## src/lc3b_pkg.sv

```systemverilog
`default_nettype none

package lc3b_pkg;

    typedef logic [15:0] lc3b_word;
    typedef logic [2:0]  lc3b_reg;
    typedef logic [2:0]  lc3b_nzp;

    // All-zero word decodes as BR with nzp 000
    localparam lc3b_word NOP_WORD = 16'h0000;
    localparam lc3b_word RESET_PC = 16'h0000;
    // Z flag set out of reset
    localparam lc3b_nzp  CC_RESET = 3'b010;

    typedef enum logic [3:0] {
        op_br  = 4'b0000,
        op_add = 4'b0001,
        op_and = 4'b0101,
        op_ldr = 4'b0110,
        op_str = 4'b0111,
        op_not = 4'b1001,
        op_jmp = 4'b1100
    } lc3b_opcode;

    typedef enum logic [1:0] {
        alu_add,
        alu_and,
        alu_not,
        alu_pass
    } lc3b_aluop;

    typedef enum logic [1:0] {
        alumux_reg,
        alumux_imm5,
        alumux_off6
    } lc3b_alumux_sel;

    typedef enum logic {
        rfmux_alu,
        rfmux_mem
    } lc3b_regfilemux_sel;

    typedef struct packed {
        lc3b_aluop      aluop;
        lc3b_alumux_sel alumux_sel;
    } lc3b_control_word_ex;

    typedef struct packed {
        logic d_mem_read;
        logic d_mem_write;
    } lc3b_control_word_mem;

    typedef struct packed {
        lc3b_opcode         opcode;
        logic               load_regfile;
        lc3b_regfilemux_sel regfilemux_sel;
        logic               load_cc;
    } lc3b_control_word_wb;

    typedef struct packed {
        logic                 src2mux_sel;
        lc3b_control_word_ex  ex;
        lc3b_control_word_mem mem;
        lc3b_control_word_wb  wb;
    } lc3b_control_word;

endpackage : lc3b_pkg

`default_nettype wire

```

## src/ctrl_if.sv

```systemverilog
`timescale 1ns/1ps
`default_nettype none

interface ctrl_if
    import lc3b_pkg::*;
();

    // Decoded word for the instruction sitting in IF/ID
    lc3b_control_word cw;

    // Raw instruction fields the decoder needs
    lc3b_opcode       opcode;
    logic             ir_5;
    logic             ir_11;

    modport dec (
        input  opcode, ir_5, ir_11,
        output cw
    );

    modport dp (
        input  cw,
        output opcode, ir_5, ir_11
    );

endinterface : ctrl_if

`default_nettype wire

```

## src/pipe_reg.sv

```systemverilog
`timescale 1ns/1ps
`default_nettype none

module pipe_reg #(
    parameter type payload_t = logic
) (
    input  logic     clk,
    input  logic     arst_n,
    input  logic     load,
    input  logic     squash,
    input  logic     valid_in,
    input  payload_t data_in,
    output logic     valid_out,
    output payload_t data_out
);

    // Squash wins over load so a redirect always empties the stage
    always_ff @(posedge clk or negedge arst_n) begin
        if (!arst_n) begin
            valid_out <= 1'b0;
        end else if (squash) begin
            valid_out <= 1'b0;
        end else if (load) begin
            valid_out <= valid_in;
        end
    end

    always_ff @(posedge clk) begin
        if (load) begin
            data_out <= data_in;
        end
    end

    // A valid entry never carries unknown bits into the next stage
    a_payload_known: assert property (@(posedge clk) disable iff (!arst_n)
        load && valid_in && !squash |-> !$isunknown(data_in));

endmodule : pipe_reg

`default_nettype wire

```

## src/regfile.sv

```systemverilog
`timescale 1ns/1ps
`default_nettype none

module regfile
    import lc3b_pkg::*;
(
    input  logic     clk,
    input  logic     arst_n,
    input  logic     load,
    input  lc3b_reg  dest,
    input  lc3b_word in,
    input  lc3b_reg  src_a,
    input  lc3b_reg  src_b,
    output lc3b_word reg_a,
    output lc3b_word reg_b
);

    lc3b_word data [8];

    always_ff @(posedge clk or negedge arst_n) begin
        if (!arst_n) begin
            data <= '{default: '0};
        end else if (load) begin
            data[dest] <= in;
        end
    end

    // Write-through so a reader two slots behind the writer sees the new value
    assign reg_a = (load && dest == src_a) ? in : data[src_a];
    assign reg_b = (load && dest == src_b) ? in : data[src_b];

    a_dest_known: assert property (@(posedge clk) disable iff (!arst_n)
        load |-> !$isunknown(dest));

endmodule : regfile

`default_nettype wire

```

## src/alu.sv

```systemverilog
`timescale 1ns/1ps
`default_nettype none

module alu
    import lc3b_pkg::*;
(
    input  lc3b_aluop aluop,
    input  lc3b_word  a,
    input  lc3b_word  b,
    output lc3b_word  f
);

    always_comb begin
        case (aluop)
            alu_add:  f = a + b;
            alu_and:  f = a & b;
            alu_not:  f = ~a;
            // Memory address already summed in front of the ALU
            alu_pass: f = b;
        endcase
    end

endmodule : alu

`default_nettype wire

```

## src/control_rom.sv

```systemverilog
`timescale 1ns/1ps
`default_nettype none

module control_rom
    import lc3b_pkg::*;
(
    ctrl_if.dec ctrl
);

    lc3b_control_word cw;

    always_comb begin
        // Anything not listed stays all zero and behaves as a NOP
        cw = '0;
        case (ctrl.opcode)
            op_add, op_and: begin
                cw.ex.aluop        = (ctrl.opcode == op_add) ? alu_add : alu_and;
                // Bit 5 picks imm5 over the second source register
                cw.ex.alumux_sel   = ctrl.ir_5 ? alumux_imm5 : alumux_reg;
                cw.wb.opcode       = ctrl.opcode;
                cw.wb.load_regfile = 1'b1;
                cw.wb.load_cc      = 1'b1;
            end
            op_not: begin
                cw.ex.aluop        = alu_not;
                cw.wb.opcode       = op_not;
                cw.wb.load_regfile = 1'b1;
                cw.wb.load_cc      = 1'b1;
            end
            op_ldr: begin
                cw.ex.aluop          = alu_pass;
                cw.ex.alumux_sel     = alumux_off6;
                cw.mem.d_mem_read    = 1'b1;
                cw.wb.opcode         = op_ldr;
                cw.wb.load_regfile   = 1'b1;
                cw.wb.regfilemux_sel = rfmux_mem;
                cw.wb.load_cc        = 1'b1;
            end
            op_str: begin
                // Port B reads the register named in bits 11:9
                cw.src2mux_sel     = 1'b1;
                cw.ex.aluop        = alu_pass;
                cw.ex.alumux_sel   = alumux_off6;
                cw.mem.d_mem_write = 1'b1;
                cw.wb.opcode       = op_str;
            end
            op_br: begin
                cw.wb.opcode = op_br;
            end
            op_jmp: begin
                // Bits 11:9 are reserved zero in JMP
                if (!ctrl.ir_11) begin
                    // Base plus the zero imm5 field carries BaseR to WB
                    cw.ex.aluop      = alu_add;
                    cw.ex.alumux_sel = alumux_imm5;
                    cw.wb.opcode     = op_jmp;
                end
            end
            default: ;
        endcase
    end

    assign ctrl.cw = cw;

endmodule : control_rom

`default_nettype wire

```

## src/cpu_datapath.sv

```systemverilog
`timescale 1ns/1ps
`default_nettype none

module cpu_datapath
    import lc3b_pkg::*;
(
    input  logic     clk,
    input  logic     arst_n,

    ctrl_if.dp       ctrl,

    input  lc3b_word i_mem_rdata,
    output lc3b_word i_mem_address,

    input  logic     d_mem_resp,
    input  lc3b_word d_mem_rdata,
    output lc3b_word d_mem_address,
    output lc3b_word d_mem_wdata,
    output logic     d_mem_read,
    output logic     d_mem_write
);

    typedef struct packed {
        lc3b_control_word_ex  ex;
        lc3b_control_word_mem mem;
        lc3b_control_word_wb  wb;
        lc3b_word             pc_plus2;
        lc3b_word             src1_data;
        lc3b_word             src2_data;
        lc3b_reg              dest;
        lc3b_nzp              br_nzp;
        logic [8:0]           ir_low;
    } id_ex_t;

    typedef struct packed {
        lc3b_control_word_mem mem;
        lc3b_control_word_wb  wb;
        lc3b_word             pc_plus2;
        lc3b_word             alu_out;
        lc3b_word             store_data;
        lc3b_reg              dest;
        lc3b_nzp              br_nzp;
        logic [8:0]           offset9;
    } ex_mem_t;

    typedef struct packed {
        lc3b_control_word_wb wb;
        lc3b_word            pc_plus2;
        lc3b_word            alu_out;
        lc3b_word            mem_rdata;
        lc3b_reg             dest;
        lc3b_nzp             br_nzp;
        logic [8:0]          offset9;
    } mem_wb_t;

    logic     pipe_load;
    logic     redirect;
    logic     mem_active;
    lc3b_word pc;
    lc3b_word pc_plus2;
    lc3b_word pc_target;

    logic     if_id_valid;
    lc3b_word if_id_ir;
    lc3b_word if_id_pc_plus2;
    lc3b_reg  src2_sel;
    lc3b_word reg_a;
    lc3b_word reg_b;

    id_ex_t   id_ex_in;
    id_ex_t   id_ex;
    logic     id_ex_valid;
    lc3b_word imm5_sext;
    lc3b_word offset6_addr;
    lc3b_word alumux_out;
    lc3b_word alu_out;

    ex_mem_t  ex_mem_in;
    ex_mem_t  ex_mem;
    logic     ex_mem_valid;

    mem_wb_t  mem_wb_in;
    mem_wb_t  mem_wb;
    logic     mem_wb_valid;
    logic     wb_retire;
    lc3b_word regfilemux_out;
    lc3b_word br_target;
    lc3b_nzp  gencc;
    lc3b_nzp  cc;

    // Fetch
    assign pc_plus2      = pc + 16'd2;
    assign i_mem_address = pc;

    always_ff @(posedge clk or negedge arst_n) begin
        if (!arst_n) begin
            pc <= RESET_PC;
        end else if (pipe_load) begin
            pc <= redirect ? pc_target : pc_plus2;
        end
    end

    // IF/ID
    always_ff @(posedge clk or negedge arst_n) begin
        if (!arst_n) begin
            if_id_valid <= 1'b0;
            if_id_ir    <= NOP_WORD;
        end else if (redirect) begin
            if_id_valid <= 1'b0;
            if_id_ir    <= NOP_WORD;
        end else if (pipe_load) begin
            if_id_valid <= 1'b1;
            if_id_ir    <= i_mem_rdata;
        end
    end

    always_ff @(posedge clk) begin
        if (pipe_load) begin
            if_id_pc_plus2 <= pc_plus2;
        end
    end

    // Decode
    assign ctrl.opcode = lc3b_opcode'(if_id_ir[15:12]);
    assign ctrl.ir_5   = if_id_ir[5];
    assign ctrl.ir_11  = if_id_ir[11];
    assign src2_sel    = ctrl.cw.src2mux_sel ? if_id_ir[11:9] : if_id_ir[2:0];

    regfile i_regfile (
        .clk,
        .arst_n,
        .load  (wb_retire && mem_wb.wb.load_regfile),
        .dest  (mem_wb.dest),
        .in    (regfilemux_out),
        .src_a (if_id_ir[8:6]),
        .src_b (src2_sel),
        .reg_a (reg_a),
        .reg_b (reg_b)
    );

    // Only a real BR carries condition bits, so undecoded words never branch
    assign id_ex_in = '{
        ex:        ctrl.cw.ex,
        mem:       ctrl.cw.mem,
        wb:        ctrl.cw.wb,
        pc_plus2:  if_id_pc_plus2,
        src1_data: reg_a,
        src2_data: reg_b,
        dest:      if_id_ir[11:9],
        br_nzp:    (ctrl.opcode == op_br) ? if_id_ir[11:9] : 3'b000,
        ir_low:    if_id_ir[8:0]
    };

    pipe_reg #(.payload_t(id_ex_t)) i_id_ex (
        .clk, .arst_n, .load(pipe_load), .squash(redirect),
        .valid_in(if_id_valid), .data_in(id_ex_in),
        .valid_out(id_ex_valid), .data_out(id_ex)
    );

    // Execute
    assign imm5_sext    = {{11{id_ex.ir_low[4]}}, id_ex.ir_low[4:0]};
    assign offset6_addr = id_ex.src1_data + {{9{id_ex.ir_low[5]}}, id_ex.ir_low[5:0], 1'b0};

    always_comb begin
        case (id_ex.ex.alumux_sel)
            alumux_imm5: alumux_out = imm5_sext;
            alumux_off6: alumux_out = offset6_addr;
            default:     alumux_out = id_ex.src2_data;
        endcase
    end

    alu i_alu (
        .aluop (id_ex.ex.aluop),
        .a     (id_ex.src1_data),
        .b     (alumux_out),
        .f     (alu_out)
    );

    assign ex_mem_in = '{
        mem:        id_ex.mem,
        wb:         id_ex.wb,
        pc_plus2:   id_ex.pc_plus2,
        alu_out:    alu_out,
        store_data: id_ex.src2_data,
        dest:       id_ex.dest,
        br_nzp:     id_ex.br_nzp,
        offset9:    id_ex.ir_low
    };

    pipe_reg #(.payload_t(ex_mem_t)) i_ex_mem (
        .clk, .arst_n, .load(pipe_load), .squash(redirect),
        .valid_in(id_ex_valid), .data_in(ex_mem_in),
        .valid_out(ex_mem_valid), .data_out(ex_mem)
    );

    // Memory
    // The MEM instruction is younger than a redirecting WB one and never starts
    assign mem_active    = ex_mem_valid && !redirect;
    assign d_mem_read    = mem_active && ex_mem.mem.d_mem_read;
    assign d_mem_write   = mem_active && ex_mem.mem.d_mem_write;
    assign d_mem_address = ex_mem.alu_out;
    assign d_mem_wdata   = ex_mem.store_data;

    // Whole pipe and PC hold until the data response
    assign pipe_load = !((d_mem_read || d_mem_write) && !d_mem_resp);

    assign mem_wb_in = '{
        wb:        ex_mem.wb,
        pc_plus2:  ex_mem.pc_plus2,
        alu_out:   ex_mem.alu_out,
        mem_rdata: d_mem_rdata,
        dest:      ex_mem.dest,
        br_nzp:    ex_mem.br_nzp,
        offset9:   ex_mem.offset9
    };

    pipe_reg #(.payload_t(mem_wb_t)) i_mem_wb (
        .clk, .arst_n, .load(pipe_load), .squash(redirect),
        .valid_in(ex_mem_valid), .data_in(mem_wb_in),
        .valid_out(mem_wb_valid), .data_out(mem_wb)
    );

    // Write-back
    assign wb_retire      = mem_wb_valid && pipe_load;
    assign regfilemux_out = (mem_wb.wb.regfilemux_sel == rfmux_mem) ? mem_wb.mem_rdata
                                                                     : mem_wb.alu_out;
    assign gencc = regfilemux_out[15]       ? 3'b100 :
                   (regfilemux_out == '0)   ? 3'b010 : 3'b001;

    always_ff @(posedge clk or negedge arst_n) begin
        if (!arst_n) begin
            cc <= CC_RESET;
        end else if (wb_retire && mem_wb.wb.load_cc) begin
            cc <= gencc;
        end
    end

    assign br_target = mem_wb.pc_plus2 + {{6{mem_wb.offset9[8]}}, mem_wb.offset9, 1'b0};

    // Branches and JMP resolve here
    always_comb begin
        redirect  = 1'b0;
        pc_target = br_target;
        if (mem_wb_valid) begin
            case (mem_wb.wb.opcode)
                op_br:   redirect = |(mem_wb.br_nzp & cc);
                op_jmp: begin
                    redirect  = 1'b1;
                    pc_target = mem_wb.alu_out;
                end
                default: ;
            endcase
        end
    end

    a_strobes_exclusive: assert property (@(posedge clk) disable iff (!arst_n)
        !(d_mem_read && d_mem_write));

    a_request_held: assert property (@(posedge clk) disable iff (!arst_n)
        (d_mem_read || d_mem_write) && !d_mem_resp
        |=> $stable(d_mem_address) && $stable({d_mem_read, d_mem_write}));

endmodule : cpu_datapath

`default_nettype wire

```

## src/lc3b_cpu.sv

```systemverilog
`timescale 1ns/1ps
`default_nettype none

module lc3b_cpu
    import lc3b_pkg::*;
(
    input  logic     clk,
    input  logic     arst_n,

    output lc3b_word i_mem_address,
    input  lc3b_word i_mem_rdata,

    output logic     d_mem_read,
    output logic     d_mem_write,
    output lc3b_word d_mem_address,
    output lc3b_word d_mem_wdata,
    input  lc3b_word d_mem_rdata,
    input  logic     d_mem_resp
);

    ctrl_if i_ctrl ();

    control_rom i_control_rom (
        .ctrl (i_ctrl.dec)
    );

    cpu_datapath i_datapath (
        .clk,
        .arst_n,
        .ctrl          (i_ctrl.dp),
        .i_mem_rdata   (i_mem_rdata),
        .i_mem_address (i_mem_address),
        .d_mem_resp    (d_mem_resp),
        .d_mem_rdata   (d_mem_rdata),
        .d_mem_address (d_mem_address),
        .d_mem_wdata   (d_mem_wdata),
        .d_mem_read    (d_mem_read),
        .d_mem_write   (d_mem_write)
    );

endmodule : lc3b_cpu

`default_nettype wire

```

## config.mk

```make
export PLATFORM = sky130hd
export DESIGN_NAME = lc3b_cpu
export DESIGN_NICKNAME = d
export VERILOG_FILES = /design/src/lc3b_pkg.sv /design/src/ctrl_if.sv /design/src/pipe_reg.sv /design/src/regfile.sv /design/src/alu.sv /design/src/control_rom.sv /design/src/cpu_datapath.sv /design/src/lc3b_cpu.sv
export SDC_FILE = /design/constraint.sdc
export NUM_CORES = 1
export LEC_CHECK = 0
export ABC_AREA = 1
export BUFFER_PORTS_ARGS = -buffer_cell sky130_fd_sc_hd__buf_2
export CAP_MARGIN = 20
export CORE_ASPECT_RATIO = 0.9
export CORE_UTILIZATION = 45
export CTS_CLUSTER_DIAMETER = 200
export DETAILED_ROUTE_END_ITERATION = 12
export PLACE_DENSITY = 0.62
export SLEW_MARGIN = 20
export SYNTH_ARGS = -nofsm -noshare
export SYNTH_HDL_FRONTEND = slang
export SYNTH_SLANG_ARGS = --single-unit
```

## constraint.sdc

```tcl
create_clock -name clk -period 3.8 [get_ports clk]
set_clock_uncertainty 0.2 [all_clocks]
set_input_delay 0.38 -clock clk [delete_from_list [all_inputs] [get_ports clk]]
set_output_delay 0.38 -clock clk [all_outputs]
set_load 0.05 [all_outputs]
```

=== Word level (Yosys, flattened, before mapping) ===
Cells that the tools add are included.

* Logic and storage cells: 139
* Memories: 0
* Flip-flop bits (word level): 396
* Memory bits (writable): 0
* Output and inout port bits: 50
* Latch bits: 0
* Bits in read-only memories: 0

* Add/sub/neg operators: 4
* Eq/ne operators: 15
* Reductions and logical operators: 21
* Order comparisons: 4
* Mux-type cells: 42
* Multiply operators: 0
* Bitwise gates (word level): 6
* Div/mod/pow operators: 0
* Shifts and indexed selects: 0

{| class="wikitable"
|+ Operators by type and width
! operator !! count
|-
| $mux W16 || 13
|-
| $bwmux W128 || 1
|-
| $bmux W16 S3 || 2
|-
| $pmux W16 S4 || 1
|-
| $add A16 B16 Y16 || 3
|-
| $demux W16 S3 || 1
|-
| $pmux W16 S2 || 1
|-
| $pmux W4 S5 || 1
|-
| $add A16 B2 Y16 const B || 1
|-
| $and A16 B16 Y16 || 1
|-
| $logic_not A16 Y1 || 1
|-
| $not A16 Y16 || 1
|-
| $mux W1 || 15
|-
| $eq A4 B3 Y1 const B || 3
|-
| $eq A4 B4 Y1 const B || 3
|-
| $ge A4 B4 Y1 const B || 3
|-
| $not A3 Y4 || 3
|-
| $logic_and A1 B1 Y1 || 9
|-
| $logic_not A4 Y1 || 2
|-
| $pmux W2 S4 || 1
|-
| $eq A2 B2 Y1 const B || 3
|-
| $eq A3 B3 Y1 || 2
|-
| $mux W3 || 2
|-
| $pmux W2 S3 || 1
|-
| 14 further kinds || 18
|}

=== Longest topological paths before layout ===
Gate-level depths: netlist of the first run.

* Depth in word-level cells: 14
* Gate-level depth with buffers: 21
* Depth with buffers taken out: 21

=== Modules after synthesis ===
Synthesis of the first run repeated with hierarchy kept, for this count alone.

* Cell total of the unflattened synthesis: 2,548
* Area total of the unflattened synthesis: 21,136.5 um2

{| class="wikitable"
|+ By module, submodules not included
! module !! instances !! cells an instance !! area an instance (um2) !! sequential area each (um2)
|-
| regfile || 1 || 1,196 || 7,822.5 || 3,203.1
|-
| cpu_datapath || 1 || 813 || 5,111.2 || 1,382.6
|-
| pipe_reg (i_datapath.i_id_ex) || 1 || 82 || 2,327.2 || 2,307.2
|-
| pipe_reg (i_datapath.i_ex_mem) || 1 || 78 || 2,207.1 || 2,187.1
|-
| pipe_reg (i_datapath.i_mem_wb) || 1 || 76 || 2,147.1 || 2,127.0
|-
| alu || 1 || 269 || 1,358.8 || 0.0
|-
| control_rom || 1 || 34 || 162.7 || 0.0
|}

=== Worst setup path after synthesis of the first run ===
Ideal clock, no wire load.

* Kind: register to register
* Start point: reg i_datapath.i_mem_wb.data_out[67] in the netlist's numbering
* End point: reg i_datapath.i_ex_mem.valid_out
* Data arrival time: 3.186 ns
* Path slack: 0.181 ns
* Library setup time: 0.233 ns
* Buffers on the path: 3
* Clock period less this slack: 3.619 ns
* Cell stages (with the launch flop): 10
* Cells stage by stage: edfxtp_1 -> nor2_1 -> nand4_2 -> nand4_1 -> nand2_2 -> nand2_2 -> buf_8 -> buf_6 -> buf_4 -> o21ai_0

* Cells in the longest elaborated chain, start to end: 9

{| class="wikitable"
|+ RTL lines
! item !! RTL line !! RTL
|-
| start, declared || pipe_reg.sv:14 || <nowiki>output payload_t data_out</nowiki>
|-
| start signal, assigned || pipe_reg.sv:30 || <nowiki>data_out <= data_in;</nowiki>
|-
| $eq A4 B4 Y1 or $logic_not A4 Y1 (tied branches) || cpu_datapath.sv:245 || <nowiki>case (mem_wb.wb.opcode)</nowiki>
|-
| $pmux W1 S2 * || cpu_datapath.sv:245 ||
|-
| $mux W1 * || cpu_datapath.sv:244 || <nowiki>if (mem_wb_valid) begin</nowiki>
|-
| $logic_not A1 Y1 || cpu_datapath.sv:198 || <nowiki>assign mem_active = ex_mem_valid && !redirect;</nowiki>
|-
| $logic_and A1 B1 Y1 || cpu_datapath.sv:198 ||
|-
| $logic_and A1 B1 Y1 (on tied branches) || cpu_datapath.sv:199, cpu_datapath.sv:200 ||
|-
| $logic_or A1 B1 Y1 || cpu_datapath.sv:205 || <nowiki>assign pipe_load = !((d_mem_read || d_mem_write) && !d_mem_resp);</nowiki>
|-
| $logic_and A1 B1 Y1 || cpu_datapath.sv:205 ||
|-
| $ne A2 B1 Y1 (no source line) || n/a ||
|-
| end signal, assigned || pipe_reg.sv:24 || <nowiki>valid_out <= valid_in;</nowiki>
|-
| end, declared || pipe_reg.sv:13 || <nowiki>output logic valid_out,</nowiki>
|}

Mark *: on every way between the ends. The rest lies on a longest branch, timed or not.
A chain may end at the register's enable or synchronous reset.

=== Final worst setup path of the first run ===
* Start point: reg i_datapath.i_id_ex.data_out[0] in the netlist's numbering
* End point: reg i_datapath.i_ex_mem.data_out[45] in the netlist's numbering, data pin

* Cells in the longest elaborated chain, start to end: 4

{| class="wikitable"
|+ RTL lines
! item !! RTL line !! RTL
|-
| start, declared || pipe_reg.sv:14 ||
|-
| start signal, assigned || pipe_reg.sv:30 ||
|-
| $add A16 B16 Y16 || cpu_datapath.sv:162 || <nowiki>assign offset6_addr = id_ex.src1_data + {{9{id_ex.ir_low[5]}}, id_ex.ir_low[5:0], 1'b0};</nowiki>
|-
| $pmux W16 S2 * || cpu_datapath.sv:165 || <nowiki>case (id_ex.ex.alumux_sel)</nowiki>
|-
| $add A16 B16 Y16 or $and A16 B16 Y16 (tied branches) || alu.sv:15, alu.sv:16 ||
|-
| $pmux W16 S4 * || alu.sv:14 || <nowiki>case (aluop)</nowiki>
|-
| via i_datapath.alu_out[14] || cpu_datapath.sv:76 || <nowiki>lc3b_word alu_out;</nowiki>
|-
| end signal, assigned || pipe_reg.sv:30 ||
|-
| end, declared || pipe_reg.sv:14 ||
|}

Mark *: on every way through the listed nets, which the timed path passes. The rest lies on a longest branch.

==> results of run 1 <==
kinds of logic after synthesis:
group	count (synthesis)
flops	396
simple gates	1167
mux	1
compound gates	396
xor+xnor	28
buf+inv	410
fa+ha+maj	51
layer usage:
metal | up-vias | GRT usage
met5 | - | 0
met4 | 0 | 0.07762
met3 | 89 | 0.04959
met2 | 652 | 0.3963
met1 | 8090 | 0.3607
li1 | 8292 | -
final cells by class:
type | instances | area (um2)
Multi-Input combinational cell | 1643 | 8147
Fill cell | 4186 | 22000
Tap cell | 608 | 760.7
Sequential cell | 396 | 11060
Timing Repair Buffer | 174 | 1272
Clock buffer | 56 | 1164
Inverter | 251 | 942.2
Clock inverter | 20 | 297.8
flip-flops by register name, indices dropped and copies added (netlist names):
register	count
i_datapath.i_regfile.data	128
i_datapath.i_mem_address	16
i_datapath.if_id_ir	16
i_datapath.if_id_valid	1
i_datapath.if_id_pc_plus2	16
i_datapath.cc	3
i_datapath.i_ex_mem.valid_out	1
i_datapath.i_mem_wb.data_out	69
i_datapath.i_mem_wb.valid_out	1
i_datapath.i_id_ex.valid_out	1
i_datapath.i_id_ex.data_out	74
i_datapath.i_ex_mem.data_out	70
Yosys cell counts (2+ instances only):
| cell type | instances |
|---|---|
| a21boi_0 | 9 |
| a21oi_1 | 102 |
| a22oi_1 | 2 |
| a31oi_1 | 4 |
| buf_1 | 7 |
| buf_2 | 28 |
| buf_4 | 43 |
| buf_6 | 2 |
| clkbuf_1 | 78 |
| clkinv_1 | 4 |
| dfrtp_1 | 166 |
| edfxtp_1 | 229 |
| fa_1 | 3 |
| ha_1 | 48 |
| inv_1 | 246 |
| nand2_1 | 710 |
| nand2_2 | 3 |
| nand3_1 | 208 |
| nand3_4 | 6 |
| nand3b_1 | 8 |
| nand4_1 | 92 |
| nor2_1 | 115 |
| nor3_1 | 10 |
| o2111ai_1 | 4 |
| o211ai_1 | 13 |
| o21a_1 | 4 |
| o21ai_0 | 233 |
| o21ai_1 | 9 |
| o21ai_2 | 4 |
| o21bai_1 | 4 |
| o221ai_1 | 2 |
| o22ai_1 | 4 |
| or2_2 | 10 |
| xnor2_1 | 4 |
| xor2_1 | 24 |
how the worst max path moves through the flow:
stage,start,end,slack (ns),cells after the start
finish,i_datapath.i_id_ex.data_out[0],i_datapath.i_ex_mem.data_out[45],0.20,18
detailed placement,i_datapath.i_id_ex.data_out[5],i_datapath.i_ex_mem.data_out[45],0.13,20
floorplan,i_datapath.i_mem_wb.data_out[67],i_datapath.i_ex_mem.valid_out,0.18,9
CTS,i_datapath.i_id_ex.data_out[5],i_datapath.i_ex_mem.data_out[45],0.11,20
global route,i_datapath.i_id_ex.data_out[0],i_datapath.i_ex_mem.data_out[45],-0.05,18
global placement,i_datapath.i_id_ex.data_out[5],i_datapath.i_ex_mem.data_out[45],0.19,20
layout by cell type, fill, tap and decap left out, types with 3 or more instances in the layout:
master	instances
o21a_1	4
nand3_1	207
clkinv_1	5
nand3b_1	8
or2_2	10
nor3_1	9
a21boi_1	4
a21oi_2	4
o2111ai_1	4
nand3_4	6
nand4_1	92
o21ai_1	13
xnor2_1	4
fa_1	3
nand2_1	710
nor2_1	114
clkbuf_16	42
clkinv_2	8
o211ai_1	13
edfxtp_1	229
dfrtp_1	165
buf_2	83
inv_1	246
a31oi_1	4
dlygate4sd3_1	33
xor2_1	24
o21ai_0	229
o21ai_2	4
bufinv_16	6
clkbuf_1	8
buf_4	50
o22ai_1	4
a21boi_0	5
buf_12	7
a21oi_1	98
o21bai_1	4
clkbuf_8	6
ha_1	48
tightest hold or removal path, delay by kind of cell:
| family | cells | cell delay [ns] |
|---|---|---|
| buffers and inverters | 3 | 0.35 |
| AND/OR/NAND/NOR | 2 | 0.16 |
what timing repair did:
item / 4_1_cts / 5_1_grt
resized for setup: 0 / 15
endpoints found under the setup margin: 0 / 7
hold endpoints to repair: 110 / 0
setup buffers: 0 / 1
hold buffers: 33 / 0
per-stage QoR:
step | setup TNS, ns | instances
after floorplan | 0 | 2449
after global placement | 0 | 3038
after detailed placement | 0 | 3038
after CTS | 0 | 3147
after global routing | -0.05272 | 3148
final | 0 | 3148
==> results.toml, run 1 <==
[outcome]
status = "finished, final reports clean"

[sta]
rsz0062_at_grt = "yes"
setup_viol = 0
whs_ns = 0.1353
slew-limit-headroom = 0.4056
period_share = 0.9462
clock.fmax_mhz = 278.1
final.setup.worst_slack_ns = 0.2046
finalCriticalPeriod_ns = 3.595
finalHoldViolCount = 0
worst_slew_pin_slew_ns = 0.8915
drv_slew = 0

[synth]
synth_top_family_by_area = "simple AND/OR/NAND/NOR gates"
synth_top_area_frac = 0.3286
yosys-top-cells-area = "edfxtp_1, dfrtp_1, nand2_1, o21ai_0, nand3_1"
synthSimpleGateAreaFrac = 0.2425
synth_async_sr_flop_share = 0.4217
synth.ff_latch_count = 396
synth.mux.area_fraction = 0.0005382
synth_cells = 2449
synth_flop_cell = "edfxtp_1"
ys_warn_count = 0
synth_cell_types = 46
syn-num-nets = 2535
ys_seq_area_frac = 0.5284
synth_area_per_cell_um2 = 8.544
synthAdderAreaFrac = 0.03157
synth_edf_count = 229
yosysTopAreaCell = "edfxtp_1"
synth-compound-area-share = 0.1011
netlist_area_um2 = 20920
synth_xor_area_frac = 0.01172

[floorplan]
die_h_um = 206.6
die_area_um2 = 47360
initial_core_util = 0.4584
die_x_um = 229.3
core_area_um2 = 45650
ios = 85
row_count = 74

[final_layout]
insertedDiodeCount = 0
post-route-util = 0.5180
layout-drive-gt1-share = 0.09724
syn_to_final_growth_pct = 13.00
postLayoutCellArea_um2 = 23640
nNetsFinal = 2594

[global_route]
grt_pass1_vias = 16170
gr-total-overflow = 0
grt_pass1_wl_um = 92740
antenna_found_initial = 1
grt.total_usage = 0.2546
grt_max_degree = 131

[drt]
vias_per_cell = 5.439
wl_met1_um = 27090
ant_nets = 0
vias = 17120
dr.max_layer_used = "met4"
dr.pass1.iters = 6
drt_iter0_markers = 1749
wl_per_cell_um = 18.94
drc = 0
wl_met2_um = 26350
wl_um = 59620
wl_met3_um = 4878

[place]
place_area_um2 = 21800
dp_slack_ns = 0.1283
hpwl_um = 40000
routabilityCongestion = 0.8900
io_buffers = 84

[critical_path]
cp-end-kind = "register"
ff2ff_path_depth = 18
path_cells = "ha_1 -> fa_1 -> nand3_1 -> nand3_1 -> a21boi_0 -> o21ai_0 -> a21oi_1 -> ha_1 -> a21oi_1 -> inv_1 -> nor2_2 -> inv_1 -> nand2_1 -> nand2_1 -> nand2_1 -> nand2_1 -> nand2_1 -> nand3_1"
start_kind = "register"
cp.arrival_ns = 3.71
required_ns = 3.92
crit_fanout = 4
cp_slowest_stage_delay_ns = 0.45
r2r-end = "i_datapath.i_ex_mem.data_out[45]"
path_class = "register to register"
crit_path_frequent_cell = "nand2_1"
r2r_slack_ns = 0.20
timing.rr.start = "i_datapath.i_id_ex.data_out[0]"
path_buf_inv = 2
cp_top_family = "adder cells"
crit_path_top_delay_cell = "fa_1"

[clocking]
clk_latency_ns = 0.59
clock-sinks = 396
htree_levels = 2
cts_buffers = 42
clk_pin_slew_worst_paths_ns = 0.06
cts_tree = "done"
root_buffer = "clkbuf_16"
clk_path_buf_depth = 3

[flow_run]
maxCapViolCount = 0

[min_path]
holdPathEnd = "i_datapath.if_id_ir[3]"
hp-start = "d_mem_resp"
min_path_cells = 5
min_path_type = "primary input to register"
Power of run 1 is not shown: default switching activity piles up to over one toggle a cycle in this logic, so the estimate is an artifact.
==> run 2: changes to the inputs <==
--- a/config.mk
+++ b/config.mk
@@ -6,7 +6,7 @@
 export NUM_CORES = 1
 export LEC_CHECK = 0
 export ABC_AREA = 1
-export BUFFER_PORTS_ARGS = -buffer_cell sky130_fd_sc_hd__buf_2
+export BUFFER_PORTS_ARGS = -buffer_cell sky130_fd_sc_hd__buf_4
 export CAP_MARGIN = 20
 export CORE_ASPECT_RATIO = 0.9
 export CORE_UTILIZATION = 45
==> results.toml, run 2 (synthesis results as in run 1) <==
[floorplan]
core_area_um2 = 45650
initial_core_util = 0.4584
ios = 85
die_x_um = 229.3
die_h_um = 206.6
die_area_um2 = 47360
row_count = 74

[global_route]
grt.total_usage = 0.2550
grt_max_degree = 95
grt_pass1_wl_um = 92950
antenna_found_initial = 0
grt_pass1_vias = 16290
gr-total-overflow = 0

[final_layout]
layout_common_cells = "nand2_1, inv_1, o21ai_0, edfxtp_1, nand3_1"
fillers = 4249
syn_to_final_growth_pct = 13.93
reg.largest.list = "i_datapath.i_regfile.data (128), i_datapath.i_id_ex.data_out (74), i_datapath.i_ex_mem.data_out (70)"
mostFrequentLayoutCell = "nand2_1"
insertedDiodeCount = 0
regMostFlops = "i_datapath.i_regfile.data"
layout-drive-gt1-share = 0.09922
largest_reg_flops = 128
postLayoutCellArea_um2 = 23840
nNetsFinal = 2602
post-route-util = 0.5222

[critical_path]
cp-end-kind = "register"
crit_fanout = 4
timing.rr.start = "i_datapath.i_id_ex.data_out[0]"
cp_slowest_stage_delay_ns = 0.44
cp.arrival_ns = 3.82
required_ns = 4.00
crit_path_top_delay_cell = "fa_1"
start_kind = "register"
crit_path_frequent_cell = "nand2_1"
r2r_slack_ns = 0.18
path_class = "register to register"
r2r-end = "i_datapath.i_ex_mem.data_out[40]"
path_cells = "ha_1 -> fa_1 -> nand3_1 -> nand3_1 -> a21boi_0 -> o21ai_0 -> a21oi_1 -> ha_1 -> nand2_1 -> nor2_1 -> nand2_1 -> nand3_1 -> nand2_1 -> nand2_1 -> o21ai_0 -> nor2_1 -> a21oi_1"
ff2ff_path_depth = 17

[min_path]
hp-start = "d_mem_resp"
holdPathEnd = "i_datapath.if_id_ir[6]"
min_path_type = "primary input to register"
min_path_cells = 5

[sta]
worst_slew_pin_slew_ns = 1.044
whs_ns = 0.1356
finalCriticalPeriod_ns = 3.616
slew-limit-headroom = 0.3041
clock.fmax_mhz = 276.5
period_share = 0.9517
drv_slew = 0
rsz0062_at_grt = "yes"
finalHoldViolCount = 0
tns_ns = 0
setup_viol = 0

[drt]
dr.pass1.iters = 6
drt_iter0_markers = 1630
drc = 0
vias_per_cell = 5.425
wl_per_cell_um = 18.84
wl_um = 59500
ant_nets = 0
vias = 17130

[clocking]
htree_levels = 2
clock-sinks = 396
clk_latency_ns = 0.59
cts_buffers = 43
clk_path_buf_depth = 3
clk_pin_slew_worst_paths_ns = 0.06
root_buffer = "clkbuf_16"
cts_tree = "done"

[place]
routabilityCongestion = 0.8902
io_buffers = 84
place_area_um2 = 22030
hpwl_um = 41130

[flow_run]
maxCapViolCount = 0

[outcome]
status = "finished, final reports clean"
-- run 2: changes by cell type in the layout (fill, tap and decap cells not counted), sizes merged --
| cell | previous run | this run |
|---|---|---|
| buf | 141 | 148 |
| bufinv | 6 | 5 |
| clkinv | 16 | 20 |
| inv | 248 | 249 |
| clkinvlp | 1 | 0 |
-- run 2: per-stage QoR --
step | cells | worst slack, ns
floorplan | 2449 | 0.1809
global placement | 3044 | 0.1713
detailed placement | 3044 | 0.1286
CTS | 3156 | 0.09563
global route | 3158 | -0.02036
finish | 3158 | 0.1836
-- run 2: critical path: cells and delay by family, from the launching register on --
family / cells / cell delay [ns]
flip-flops: 1 / 0.41
adder cells (fa/ha/maj): 3 / 1.04
AND/OR/NAND/NOR: 9 / 0.93
AO/OA/AOI/OAI: 5 / 0.85
-- run 2: how the worst max path moves through the flow --
stage | from | end | cells after the start
6_report | i_datapath.i_id_ex.data_out[0] | i_datapath.i_ex_mem.data_out[40] | 17
5_1_grt | i_datapath.i_id_ex.data_out[0] | i_datapath.i_ex_mem.data_out[42] | 18
4_1_cts | i_datapath.i_id_ex.data_out[32] | i_datapath.i_ex_mem.data_out[45] | 18
3_5_place_dp | i_datapath.i_id_ex.data_out[32] | i_datapath.i_ex_mem.data_out[45] | 18
3_3_place_gp | i_datapath.i_id_ex.data_out[5] | i_datapath.i_ex_mem.data_out[46] | 18
2_1_floorplan | i_datapath.i_mem_wb.data_out[67] | i_datapath.i_ex_mem.valid_out | 9
-- run 2: timing repair --
item / in CTS / in global routing
hold endpoints to repair: 115 / 0
resized for setup: 0 / 8
hold buffers: 33 / 0
buffers inserted: 0 / 2
endpoints found under the setup margin: 0 / 8
-- run 2: routing by layer --
layer  part of all wire  track usage  vias up
met3              0.070      0.04368      114
li1                   -            -     8310
met2               0.44       0.3970      610
met4              0.029      0.09548        0
met5                  0            0        -
met1               0.46       0.3584     8097
-- run 2: final cells by class --
cell class                      count  area (um2)  share of cell area
Clock buffer                       56        1165             0.04887
Clock inverter                     23       277.8             0.01165
Inverter                          251       942.2             0.03952
Multi-Input combinational cell   1643        8137              0.3413
Sequential cell                   396       11060              0.4640
Tap cell                          608       760.7             0.03191
Timing Repair Buffer              181        1495             0.06272
Power of run 2 is left out for the same reason.
